**src/logic/fp16_consts.svh**
```systemverilog
`ifndef FP16_CONSTS_SVH
`define FP16_CONSTS_SVH

// word and field widths
`define FP16_W          16
`define FP16_EXP_W      5
`define FP16_MAN_W      10

// hidden bit + stored fraction + two alignment bits
`define ALIGN_W         13

// all-ones exponent, reserved for infinity
`define FP16_EXP_MAX    31

// OR the sign bit on top for negative infinity
`define FP16_POS_INF    16'h7C00

`endif

```
**src/logic/adder_ctrl_pkg.sv**
```systemverilog
package adder_ctrl_pkg;

    // operand_b sign is flipped for sub
    typedef enum logic {
        OP_ADD = 1'b0,
        OP_SUB = 1'b1
    } add_op_e;

    typedef enum logic {
        RUN_IDLE = 1'b0,    // waiting for start
        RUN_BUSY = 1'b1     // operation in flight
    } run_state_e;

endpackage

```
**src/logic/fp16_pkg.sv**
```systemverilog
`include "fp16_consts.svh"

package fp16_pkg;

    // full operand / result word
    typedef logic [`FP16_W-1:0] fp16_t;

    // biased exponent field
    typedef logic [`FP16_EXP_W-1:0] exp_t;

    // aligned significand, low two bits are cut off at the end
    typedef logic [`ALIGN_W-1:0] align_frac_t;

endpackage

```
**src/logic/fp16_align.sv**
```systemverilog
`timescale 1ns/1ns
`include "fp16_consts.svh"

module fp16_align (
    input  fp16_pkg::fp16_t        operand_a,
    input  fp16_pkg::fp16_t        operand_b,
    input  adder_ctrl_pkg::add_op_e op,
    output logic                   sign_big,
    output logic                   sign_small,
    output fp16_pkg::align_frac_t  frac_big,
    output fp16_pkg::align_frac_t  frac_small,
    output fp16_pkg::exp_t         exp_max
);

    logic                  sign_a, sign_b;
    fp16_pkg::exp_t        exp_a, exp_b;
    fp16_pkg::align_frac_t sig_a, sig_b;
    logic                  a_is_big;
    fp16_pkg::exp_t        exp_small;
    fp16_pkg::exp_t        exp_diff;
    fp16_pkg::align_frac_t sig_small;

    // unpack fields
    assign sign_a = operand_a[`FP16_W-1];
    assign sign_b = operand_b[`FP16_W-1] ^ (op == adder_ctrl_pkg::OP_SUB); // sub flips b
    assign exp_a  = operand_a[`FP16_W-2 -: `FP16_EXP_W];
    assign exp_b  = operand_b[`FP16_W-2 -: `FP16_EXP_W];

    // exponent 0 is read as zero, no subnormals
    assign sig_a = (exp_a == '0) ? '0 :
                   {1'b1, operand_a[`FP16_MAN_W-1:0], {(`ALIGN_W-`FP16_MAN_W-1){1'b0}}};
    assign sig_b = (exp_b == '0) ? '0 :
                   {1'b1, operand_b[`FP16_MAN_W-1:0], {(`ALIGN_W-`FP16_MAN_W-1){1'b0}}};

    // order by exponent first, then by significand
    assign a_is_big = (exp_a > exp_b) || ((exp_a == exp_b) && (sig_a >= sig_b));

    assign sign_big   = a_is_big ? sign_a : sign_b;
    assign sign_small = a_is_big ? sign_b : sign_a;
    assign exp_max    = a_is_big ? exp_a : exp_b;
    assign exp_small  = a_is_big ? exp_b : exp_a;
    assign frac_big   = a_is_big ? sig_a : sig_b;
    assign sig_small  = a_is_big ? sig_b : sig_a;

    assign exp_diff = exp_max - exp_small;   // never negative

    // small operand drops out completely past the field width
    assign frac_small = (exp_diff >= `ALIGN_W) ? '0 : (sig_small >> exp_diff);

endmodule

```
**src/logic/fp16_mantissa_add.sv**
```systemverilog
`timescale 1ns/1ns
`include "fp16_consts.svh"

module fp16_mantissa_add (
    input  logic                  sign_big,
    input  logic                  sign_small,
    input  fp16_pkg::align_frac_t frac_big,
    input  fp16_pkg::align_frac_t frac_small,
    input  fp16_pkg::exp_t        exp_max,
    output logic                  sum_sign,
    output fp16_pkg::align_frac_t sum_frac,
    output logic                  carry,
    output fp16_pkg::exp_t        sum_exp
);

    logic               same_sign;
    logic [`ALIGN_W:0]  sum_wide;    // one extra bit for the carry

    assign same_sign = (sign_big == sign_small);

    // big >= small is guaranteed by the align stage, so no borrow
    assign sum_wide = same_sign ? ({1'b0, frac_big} + {1'b0, frac_small})
                                : ({1'b0, frac_big} - {1'b0, frac_small});

    assign carry    = sum_wide[`ALIGN_W];
    assign sum_frac = sum_wide[`ALIGN_W-1:0];

    // exact cancellation gives +0
    assign sum_sign = (!same_sign && (sum_wide == '0)) ? 1'b0 : sign_big;

    assign sum_exp = exp_max;   // normalize adjusts it

endmodule

```
**src/logic/fp16_normalize.sv**
```systemverilog
`timescale 1ns/1ns
`include "fp16_consts.svh"

module fp16_normalize (
    input  logic                  sum_sign,
    input  fp16_pkg::align_frac_t sum_frac,
    input  logic                  carry,
    input  fp16_pkg::exp_t        sum_exp,
    output fp16_pkg::fp16_t       result,
    output logic                  overflow
);

    logic [3:0]              lz;            // leading zeros of sum_frac
    logic [`FP16_EXP_W:0]    exp_wide;      // extra bit catches the carry increment
    fp16_pkg::align_frac_t   frac_norm;
    logic                    is_zero;

    // highest set bit wins, loop runs upward
    always_comb begin : lead_zero
        lz = '0;
        for (int i = 0; i < `ALIGN_W; i++) begin
            if (sum_frac[i]) begin
                lz = 4'(`ALIGN_W - 1 - i);
            end
        end
    end

    always_comb begin : shift_norm
        is_zero = 1'b0;
        if (carry) begin
            // 14-bit sum, shift right once
            frac_norm = {1'b1, sum_frac[`ALIGN_W-1:1]};
            exp_wide  = {1'b0, sum_exp} + 1'b1;
        end else begin
            frac_norm = sum_frac << lz;
            exp_wide  = {1'b0, sum_exp} - {2'b00, lz};
            // zero sum or underflow, both flush to zero
            if ((sum_frac == '0) || ({1'b0, sum_exp} <= {2'b00, lz})) begin
                is_zero = 1'b1;
            end
        end
    end

    assign overflow = !is_zero && (exp_wide >= `FP16_EXP_MAX);

    always_comb begin : pack
        if (overflow) begin
            result = `FP16_POS_INF | {sum_sign, {(`FP16_W-1){1'b0}}};  // signed infinity
        end else if (is_zero) begin
            result = {sum_sign, {(`FP16_W-1){1'b0}}};
        end else begin
            // drop hidden bit, truncate the two alignment bits
            result = {sum_sign, exp_wide[`FP16_EXP_W-1:0],
                      frac_norm[`ALIGN_W-2 -: `FP16_MAN_W]};
        end
    end

endmodule

```
**src/logic/sysarr_adder.sv**
```systemverilog
`timescale 1ns/1ns

module sysarr_adder (
    input  logic                    clk,
    input  logic                    nRST,
    input  logic                    start,
    input  adder_ctrl_pkg::add_op_e op,
    input  fp16_pkg::fp16_t         operand_a,
    input  fp16_pkg::fp16_t         operand_b,
    output logic                    value_ready,
    output fp16_pkg::fp16_t         result,
    output logic                    overflow
);

    adder_ctrl_pkg::run_state_e state;
    logic accept;
    logic run;
    logic token_1, token_2;     // start token, follows the data

    // align stage outputs
    logic                  al_sign_big, al_sign_small;
    fp16_pkg::align_frac_t al_frac_big, al_frac_small;
    fp16_pkg::exp_t        al_exp_max;

    // bank 1
    logic                  b1_sign_big, b1_sign_small;
    fp16_pkg::align_frac_t b1_frac_big, b1_frac_small;
    fp16_pkg::exp_t        b1_exp_max;

    // mantissa add outputs
    logic                  ad_sum_sign;
    fp16_pkg::align_frac_t ad_sum_frac;
    logic                  ad_carry;
    fp16_pkg::exp_t        ad_sum_exp;

    // bank 2
    logic                  b2_sum_sign;
    fp16_pkg::align_frac_t b2_sum_frac;
    logic                  b2_carry;
    fp16_pkg::exp_t        b2_sum_exp;

    // start only counts when idle
    assign accept      = start && (state == adder_ctrl_pkg::RUN_IDLE);
    assign run         = accept || (state == adder_ctrl_pkg::RUN_BUSY);
    assign value_ready = (state == adder_ctrl_pkg::RUN_IDLE) && !start;  // drops with start

    always_ff @(posedge clk, negedge nRST) begin
        if (!nRST) begin
            state <= adder_ctrl_pkg::RUN_IDLE;
        end else if (accept) begin
            state <= adder_ctrl_pkg::RUN_BUSY;
        end else if (token_2) begin
            state <= adder_ctrl_pkg::RUN_IDLE;  // token reached bank 2 last edge
        end
    end

    always_ff @(posedge clk, negedge nRST) begin
        if (!nRST) begin
            token_1 <= 1'b0;
            token_2 <= 1'b0;
        end else if (run) begin
            token_1 <= accept;
            token_2 <= token_1;
        end
    end

    fp16_align u_align (
        .operand_a  (operand_a),
        .operand_b  (operand_b),
        .op         (op),
        .sign_big   (al_sign_big),
        .sign_small (al_sign_small),
        .frac_big   (al_frac_big),
        .frac_small (al_frac_small),
        .exp_max    (al_exp_max)
    );

    // bank 1 captures the operands only at the accepting edge
    always_ff @(posedge clk, negedge nRST) begin
        if (!nRST) begin
            b1_sign_big   <= 1'b0;
            b1_sign_small <= 1'b0;
            b1_frac_big   <= '0;
            b1_frac_small <= '0;
            b1_exp_max    <= '0;
        end else if (accept) begin
            b1_sign_big   <= al_sign_big;
            b1_sign_small <= al_sign_small;
            b1_frac_big   <= al_frac_big;
            b1_frac_small <= al_frac_small;
            b1_exp_max    <= al_exp_max;
        end
    end

    fp16_mantissa_add u_mant_add (
        .sign_big   (b1_sign_big),
        .sign_small (b1_sign_small),
        .frac_big   (b1_frac_big),
        .frac_small (b1_frac_small),
        .exp_max    (b1_exp_max),
        .sum_sign   (ad_sum_sign),
        .sum_frac   (ad_sum_frac),
        .carry      (ad_carry),
        .sum_exp    (ad_sum_exp)
    );

    // bank 2 loads when the token leaves bank 1
    always_ff @(posedge clk, negedge nRST) begin
        if (!nRST) begin
            b2_sum_sign <= 1'b0;
            b2_sum_frac <= '0;
            b2_carry    <= 1'b0;
            b2_sum_exp  <= '0;
        end else if (token_1) begin
            b2_sum_sign <= ad_sum_sign;
            b2_sum_frac <= ad_sum_frac;
            b2_carry    <= ad_carry;
            b2_sum_exp  <= ad_sum_exp;
        end
    end

    fp16_normalize u_normalize (
        .sum_sign (b2_sum_sign),
        .sum_frac (b2_sum_frac),
        .carry    (b2_carry),
        .sum_exp  (b2_sum_exp),
        .result   (result),
        .overflow (overflow)
    );

endmodule

```
**config.mk**
```make
export PLATFORM = sky130hd
export DESIGN_NAME = sysarr_adder
export DESIGN_NICKNAME = d
export VERILOG_FILES = /design/src/logic/adder_ctrl_pkg.sv /design/src/logic/fp16_pkg.sv /design/src/logic/fp16_align.sv /design/src/logic/fp16_mantissa_add.sv /design/src/logic/fp16_normalize.sv /design/src/logic/sysarr_adder.sv
export VERILOG_INCLUDE_DIRS = /design/src /design/src/logic
export SDC_FILE = /design/constraint.sdc
export NUM_CORES = 1
export LEC_CHECK = 0
export BUFFER_PORTS_ARGS = -buffer_cell sky130_fd_sc_hd__buf_2
export CAP_MARGIN = 20
export CORE_MARGIN = 3
export CORE_UTILIZATION = 50
export DETAILED_ROUTE_END_ITERATION = 8
export PLACE_DENSITY = 0.69
export SLEW_MARGIN = 20
export SYNTH_ARGS = -nofsm -noshare
export SYNTH_HDL_FRONTEND = slang
export SYNTH_SLANG_ARGS = --single-unit
```
**constraint.sdc**
```tcl
create_clock -name clk -period 7.1 [get_ports clk]
set_clock_uncertainty 0.05 [all_clocks]
set_input_delay 1.065 -clock clk [delete_from_list [all_inputs] [get_ports clk]]
set_output_delay 1.065 -clock clk [all_outputs]
set_load 0.03 [all_outputs]
```
==> results of run 1 <==
[worst max-delay path: cells and delay by family]
kind,cells,cell delay (ps)
compound gates,5,1020
fa+ha+maj,2,720
buf+inv,2,340
mux,1,270
simple gates,8,2510
[metrics by stage]
step                      power (W)  hold WS [ps]  utilization, %  cells
after floorplan            0.002343         367.9               -    621
after global placement     0.002777         373.8           55.53    780
after detailed placement   0.002824         403.0           55.53    780
after CTS                  0.003042         413.6           56.64    788
after global routing       0.003338         460.5           56.64    788
final                      0.003034         416.4           56.64    788
[metal layers]
| metal | wire length [um] | GRT usage, % | vias up |
|---|---|---|---|
| met4 | 270 | 6.132 | 0 |
| met3 | 614 | 3.179 | 24 |
| met1 | 5674 | 29.81 | 2264 |
| li1 | - | - | 2363 |
| met2 | 6577 | 41.65 | 157 |
| met5 | 0 | 0 | - |
[final cells by class]
| type | count | area, um2 | share of cell area, % |
|---|---|---|---|
| clock buffers | 6 | 72.57 | 1.293 |
| clock inverters | 2 | 37.54 | 0.6687 |
| inverters | 29 | 108.9 | 1.939 |
| multi-input cells | 504 | 3558 | 63.40 |
| flip-flops and latches | 54 | 1351 | 24.07 |
| well taps | 133 | 166.4 | 2.965 |
| repair buffers | 60 | 317.8 | 5.662 |
[registers in the layout, indices dropped and copies added, names as in the netlist]
register and flops:
token_2 1, b2_sum_exp 5, b1_exp_max 5, b1_sign_small 1, b2_carry 1, b2_sum_frac 13
b2_sum_sign 1, state 1, b1_frac_big 11, token_1 1, b1_sign_big 1, b1_frac_small 13
[cell families after synthesis]
logic type	synth area share, %
AOI/OAI and AO/OA	24.01
and+or+nand+nor	18.53
muxes	12.18
DFF	26.16
buffers and inverters	4.942
xor gates and xnor gates	5.402
adders and majority gates	8.769
[cells in the final DEF, fill, tap and decap left out, types with 7 or more instances in the layout]
cell       n
a221oi_1   7
a21oi_1   50
nor3_1    12
inv_1     26
xor2_1    10
mux2i_1   24
mux4_2     9
dfrtp_1   54
a211oi_1   8
mux2_2    14
nand2_1   68
buf_4      7
a31oi_1   12
nand2b_1  10
a21o_1     8
o21ai_1   25
buf_2     53
nor2_1    52
ha_1      33
xnor2_1   20
o21ai_0   37
[worst paths after layout]
check                         startpoint               end  slack, ps
max                        operand_a[11]  b1_frac_small[0]       1330
min in group asynchronous           nRST    b2_sum_frac[4]        800
max reg2reg                  b1_sign_big       b2_sum_sign       3350
min reg2reg                      token_2             state        420
max in group asynchronous           nRST     b1_exp_max[3]       5740
min                              token_2             state        420
[power groups by stage]
stage / Sequential, W / Combinational, W / Clock [W]
6_report: 0.000608 / 0.00222 / 0.000208
5_1_grt: 0.000636 / 0.00248 / 0.000222
4_1_cts: 0.000606 / 0.00222 / 0.000214
3_5_place_dp: 0.000612 / 0.00221 / 0
3_3_place_gp: 0.000609 / 0.00217 / 0
2_1_floorplan: 0.000556 / 0.00179 / 0
==> metrics.txt, run 1 <==
initial DRC count=306; pre-CTS setup slack=1039 ps; initial antenna violation count=0; Die ar.=11590 um2; vias in the first global route=4555; Peak VDD IR=0.3634 mV; initial core utilization=52.12%; status=completed; critical path required time=7290 ps; Final ANT Viol Nets=0; worst path cell trace=buf_2, nor4_2, nand2_1, and2_1, ha_1, a211oi_1, nor2_1, nor2_1, a22o_1, nor2_4, a31oi_1, ha_1, inv_2, nand2_1, or2_2, mux2_4, a211o_1, o22ai_2; post-synth top area cell=dfrtp_1; sequential share of power=20.0%; Worst Tran Pin Value=844.5 ps; worst r2r path cells=15; TNS Setup=0 ps; Gate Count Post-Synth=621; pwr/cell area=540.6 nW/um2; syn avg cell area=8.317 um2; max cap viols=0; Hold Path Class=register to register; crit share post-route=81.28%; number of port buffers=53; Syn Nets=692; count leader, synth=nand2_1; design area=5613 um2; Hold Path Cell Cnt=1; clock transition at the registers of the reported paths=100 ps; Synth top area share=26.16%; Cell Area, Synth=5165 um2; crit path time final=5771 ps; placed instance area=5503 um2; Worst path max stage delay=660 ps; sequential cell area fraction in the yosys report=26.16%; TritonCTS clock tree=done; CTS HTree Levels=2; worst skew pair latency=320 ps; critical path arrival=5960 ps; top cells by count, synth=68 x nand2_1, 54 x dfrtp_1, 52 x nor2_1; Placer Congestion=0.9544; DR DRC count=0; post-synthesis register bit count=54; die height=107.6 um; Critical Path Slowest Stage Cell=nor2_4; top achievable clock speed=0.1733 GHz; Area Overhead vs Synth=8.672%; core area=9910 um2; IO Count=54; drt total wl=13.14 mm; fillcell total=938; Synth area leaders=dfrtp_1 26%, ha_1 8.0%, nand2_1 4.9%; Main synth FF type=dfrtp_1; antenna fix cells=0; max_slew headroom=43.29%; Total Routing Usage GR=23.41%; Async SR Flop Fraction=100.0%; Worst Slack Setup Final=1329 ps; EDFF count, synth=0; leakage power=2.539 nW; wire per inst=16.67 um; endpoints failing setup=0; Clock Tree Buf Depth=2; Switching Power=0.001588 W; largest net degree at the start of global routing=55; total clock buffers created by CTS=5; crit path launch type=primary input; Hold Buf Count CTS=0; synth warn=0; Via Count=4808; clk root buf=clkbuf_8; Gate power share=73.1%; post-CTS sizing=0; drt via density=6.102; row count=36; Pre-antenna DRT Iters=5; NumNets Final=725; Worst setup EP type=register; hpwl dp=10.45 mm; CTS Sinks=54; final hold vios=0; first-pass GRT wire length=21.89 mm; unrepaired setup endpoints after global routing=no; Clk pwr share=6.8%; Final Slew Violations=0; die width=107.6 um; layout cells sized above 1=16.95%; WS Path Type=primary input to register; GRT Residual Overflow=0; Int Power=0.001446 W; Post-CTS Setup Inserts=0; Switching Fraction=52.35%; synth unique cells=76; crit-path max FO=35
(Power assumes the default switching activity.)
==> run 2, diff against run 1 <==
PLACE_DENSITY = 0.72   (was 0.69)
clock period = 4.8 ns   (was 7.1 ns; I/O delays follow)
==> run 2 against run 1 <==
  * Power up 54%
  * Sequential cell count unchanged
  * Non-clock buffer count up 41
  * Clock-buffer cell count up 1
  * Critical path type is now register to output pin
  * Critical endpoint is now result[5]
  * Largest cell class unchanged
==> metrics.txt, run 2 (same netlist as run 1, synthesis figures left out) <==
fillcell total=915; max cap viols=0; critical path arrival=3810 ps; unrepaired setup endpoints after global routing=yes; crit path launch type=register; Final Slew Violations=0; endpoints failing setup=0; worst r2r path cells=14; Hold Path Class=register to register; Worst Slack Setup Final=215.4 ps; Via Count=4906; die height=107.6 um; placed instance area=5811 um2; Hold WS=414.3 ps; Placer Congestion=0.9912; Pre-antenna DRT Iters=5; pwr/cell area=786.0 nW/um2; leakage power=2.747 nW; CTS Sinks=54; initial core utilization=52.12%; Peak VDD IR=0.5226 mV; Worst Tran Pin Value=747.6 ps; Worst setup EP type=output pin; TritonCTS clock tree=done; total clock buffers created by CTS=5; most frequent cells in the layout=68 x nand2_1, 54 x buf_4, 53 x dfrtp_1; Final ANT Viol Nets=0; vias in the first global route=4907; largest net degree at the start of global routing=55; core area=9910 um2; pre-CTS setup slack=-53.11 ps; initial antenna violation count=0; max_slew headroom=49.63%; placed insts=821; TNS Setup=0 ps; die width=107.6 um; initial DRC count=324; Area Overhead vs Synth=15.48%; Total Routing Usage GR=24.97%; crit path time final=4585 ps; drt total wl=14.08 mm; CTS HTree Levels=2; clk root buf=clkbuf_8; drt via density=5.918; wire per inst=16.99 um; clock transition at the registers of the reported paths=100 ps; layout cells sized above 1=22.84%; NumNets Final=766; critical path required time=4030 ps; final hold vios=0; Hold Path Origin=token_2; WS Path Type=register to output pin; row count=36; commonest non-fill, non-tap cell in the layout=nand2_1; IO Count=54; GRT Residual Overflow=0; crit share post-route=95.51%; worst skew pair latency=320 ps; Clock Tree Buf Depth=2; status=completed; first-pass GRT wire length=23.54 mm; Hold EP=state; worst r2r src=b1_sign_big; RR Endpoint=b2_sum_sign; DR DRC count=0; fin cells=829; number of port buffers=53; Post-CTS Setup Inserts=0; Hold Path Cell Cnt=1; antenna fix cells=0; hpwl dp=11.26 mm; top achievable clock speed=0.2181 GHz; crit-path max FO=10; Die ar.=11590 um2; design area=5964 um2; Top Registers=b1_frac_small x13, b2_sum_frac x13, b1_frac_big x11; Worst R2R Setup Slack=1040 ps
-- run 2: cell count changes in the layout (fill, tap and decap cells not counted), sizes merged --
cell,previous run,this run
bufinv,1,0
buf,60,101
clkbuf,6,7
clkinvlp,1,0
clkinv,0,1
-- run 2: worst max path at each step --
stage | start | to | slack [ps] | depth (start not counted)
3_3_place_gp | operand_b[12] | b1_frac_small[1] | 20 | 19
2_1_floorplan | b2_sum_frac[1] | result[7] | -120 | 19
6_report | b2_sum_frac[10] | result[5] | 220 | 12
3_5_place_dp | operand_b[12] | b1_frac_small[0] | -50 | 19
5_1_grt | b2_sum_frac[1] | result[5] | -30 | 19
4_1_cts | b2_sum_frac[1] | result[8] | 90 | 19
-- run 2: area by class of cell --
class | count | area, um2 | area share [%]
sequential | 54 | 1353 | 22.68
multi-input combinational | 504 | 3591 | 60.21
tap | 133 | 166.4 | 2.790
inverter | 29 | 108.9 | 1.825
timing repair buffer | 101 | 640.6 | 10.74
clock buffer | 7 | 96.34 | 1.615
clock inverter | 1 | 8.758 | 0.1468
-- run 2: repair_timing --
| item | in CTS | in global routing |
|---|---|---|
| resized for setup | 2 | 14 |
| hold buffers | 0 | 0 |
| setup endpoints to repair | 8 | 13 |
| endpoints found under the hold margin | 0 | 0 |
| pin swaps | 0 | 1 |
-- run 2: worst max-delay path, cell delays in order (launching register included) --
cell and delay (ps):
dfrtp_1 490, or4_1 590, a21oi_1 290, inv_1 90, ha_1 340, o21ai_0 100
nand2b_1 110, a2111oi_0 110, a31oi_1 390, a21boi_2 310, o21ai_4 140, a211oi_1 300
buf_4 220
-- run 2: per-layer routing --
| layer | GRT usage [%] | share of wire (%) | vias up |
|---|---|---|---|
| li1 | - | - | 2427 |
| met4 | 8.837 | 2.8 | 0 |
| met3 | 2.220 | 2.8 | 24 |
| met5 | 0 | 0 | - |
| met1 | 32.33 | 45 | 2346 |
| met2 | 43.52 | 50 | 109 |
-- run 2: through the flow --
stage          power (W)  util, %
2_1_floorplan   0.003466        -
3_3_place_gp    0.004203    58.64
3_5_place_dp    0.004289    58.64
4_1_cts         0.004600    59.73
5_1_grt         0.005107    60.19
6_report        0.004688    60.19
-- run 2: report_power, final --
| group | switching, W | internal [W] |
|---|---|---|
| clock | 0.000152 | 0.000132 |
| sequential | 0.000271 | 0.000654 |
| combinational | 0.00202 | 0.00146 |
| total | 0.00244 | 0.00225 |
==> run 3, diff against run 2 <==
CORE_UTILIZATION = 40   (was 50)
HOLD_SLACK_MARGIN = 0.02   (was default)
PLACE_DENSITY = default   (was 0.72)
==> run 3 against run 2 <==
  * Sequential share of layout area fell by 0.53 points
  * Sequential cell count did not move
  * Critical path depth rose by 1
  * Die area rose by 24%
  * Power rose by 4.4%
  * Sequential power barely moved
  * Core utilization fell by 11 points
  * Critical endpoint is now result[7]
  * Largest power group unchanged
==> metrics.txt, run 3 (same netlist as run 1, synthesis figures left out) <==
Top delay family on crit path=compound AO/OA/AOI/OAI gates; Final ANT Viol Nets=0; most used cell, CP=buf_4; Worst Tran Pin Value=702.4 ps; pre-CTS setup slack=-63.82 ps; Via Count=4975; drt via density=5.751; pwr/cell area=801.2 nW/um2; initial DRC count=351; fillcell total=1213; Pre-antenna DRT Iters=5; Critical Path Slowest Stage Cell=or4_1; IO Count=54; Clock Tree Buf Depth=2; total clock buffers created by CTS=5; WS Path Type=register to output pin; core area=12310 um2; GRT Residual Overflow=0; clk root buf=clkbuf_16; layout cells sized above 1=23.53%; initial core utilization=41.95%; max cap viols=0; Peak VDD IR=0.2751 mV; Top Registers=b1_frac_small x13, b2_sum_frac x13, b1_frac_big x11; Worst setup EP type=output pin; crit share post-route=94.90%; critical path required time=4030 ps; final hold vios=0; crit path time final=4555 ps; Die ar.=14310 um2; placed insts=854; first-pass GRT wire length=23.33 mm; Area Overhead vs Synth=18.27%; endpoints failing setup=0; largest net degree at the start of global routing=55; Hold Path Class=register to register; crit path launch type=register; antenna fix cells=0; clock transition at the registers of the reported paths=70 ps; worst skew pair latency=290 ps; leakage power=2.774 nW; critical path arrival=3790 ps; Buf/Inv on CP=3; Total Routing Usage GR=19.82%; Worst path max stage delay=600 ps; TritonCTS clock tree=done; Final Slew Violations=0; DR DRC count=0; CTS Sinks=54; max_slew headroom=53.02%; crit-path max FO=6; NumNets Final=767; Worst Slack Setup Final=244.9 ps; CTS HTree Levels=2; commonest non-fill, non-tap cell in the layout=nand2_1; number of port buffers=53; die height=119.6 um; drt total wl=14.37 mm; row count=40; status=completed; wire per inst=16.61 um; top achievable clock speed=0.2195 GHz; Placer Congestion=1.033; die width=119.6 um; initial antenna violation count=0; hpwl dp=11.55 mm; vias in the first global route=4728; most frequent cells in the layout=68 x nand2_1, 56 x buf_4, 53 x dfrtp_1; fin cells=865; worst path cell trace=or4_1, a21oi_1, inv_1, ha_1, o21ai_0, nand2b_1, a2111oi_0, a31oi_1, a21boi_2, buf_4, o21ai_4, a311oi_1, buf_4
[run 3: per-layer routing]
layer | up-vias | share of wire [%] | track usage [%]
met5 | - | 0 | 0
met4 | 0 | 3.5 | 7.946
met3 | 42 | 4.1 | 2.121
met2 | 157 | 49 | 34.68
met1 | 2342 | 43 | 24.99
li1 | 2434 | - | -
[run 3: worst reg2reg max path: stages (launching register included)]
cell      delay [ps]
dfrtp_1          490
xor2_1           600
nand2_1          140
xnor2_1          200
fa_1             450
a21o_1           180
a21oi_1          220
o21bai_1          90
a21oi_1          220
o21ai_0          190
a21o_1           210
a21oi_1          160
xnor2_1          110
nor4_1           290
a21oi_1          100
[run 3: final timing paths]
path / cells after the start / end / slack (ps) / startpoint
setup reg to reg: 14 / b2_sum_sign / 1010 / b1_sign_big
setup / recovery: 13 / result[7] / 240 / b2_sum_frac[11]
hold / removal: 1 / state / 400 / token_2
hold reg to reg: 1 / state / 400 / token_2
max in group asynchronous: 2 / b2_sum_frac[1] / 3690 / nRST
min in group asynchronous: 2 / b2_sum_sign / 490 / nRST
[run 3: layout make-up]
cell class	instances	area, um2	area share (%)
multi-input combinational	505	3622	59.30
clock inverter	2	37.54	0.6145
timing repair buffer	101	648.1	10.61
sequential	54	1353	22.14
inverter	29	108.9	1.782
clock buffer	6	128.9	2.110
tap	168	210.2	3.441
[run 3: timing repair]
action	CTS	global route
endpoints found under the setup margin	8	16
setup buffers	0	2
pin swaps	0	2
hold buffers	0	0
resized for setup	2	21
gates cloned	0	1
[run 3: power by group]
part | internal (W) | switching, W | total [W]
Clock | 0.000246 | 0.000161 | 0.000408
Combinational | 0.00151 | 0.00205 | 0.00356
Sequential | 0.000656 | 0.000272 | 0.000928
[run 3: metrics by stage]
| step | hold WS (ps) | cell area, um2 | power (W) | utilization [%] | setup TNS [ps] |
|---|---|---|---|---|---|
| finish | 395.2 | 6108 | 0.004894 | 49.61 | 0 |
| global route | 426.5 | 6108 | 0.005337 | 49.61 | -54.42 |
| CTS | 393.9 | 6010 | 0.004724 | 48.81 | 0 |
| detailed placement | 397.8 | 5839 | 0.004293 | 47.43 | -176.9 |
| global placement | 374.6 | 5839 | 0.004244 | 47.43 | 0 |
| floorplan | 367.9 | 5165 | 0.003466 | - | -904.9 |
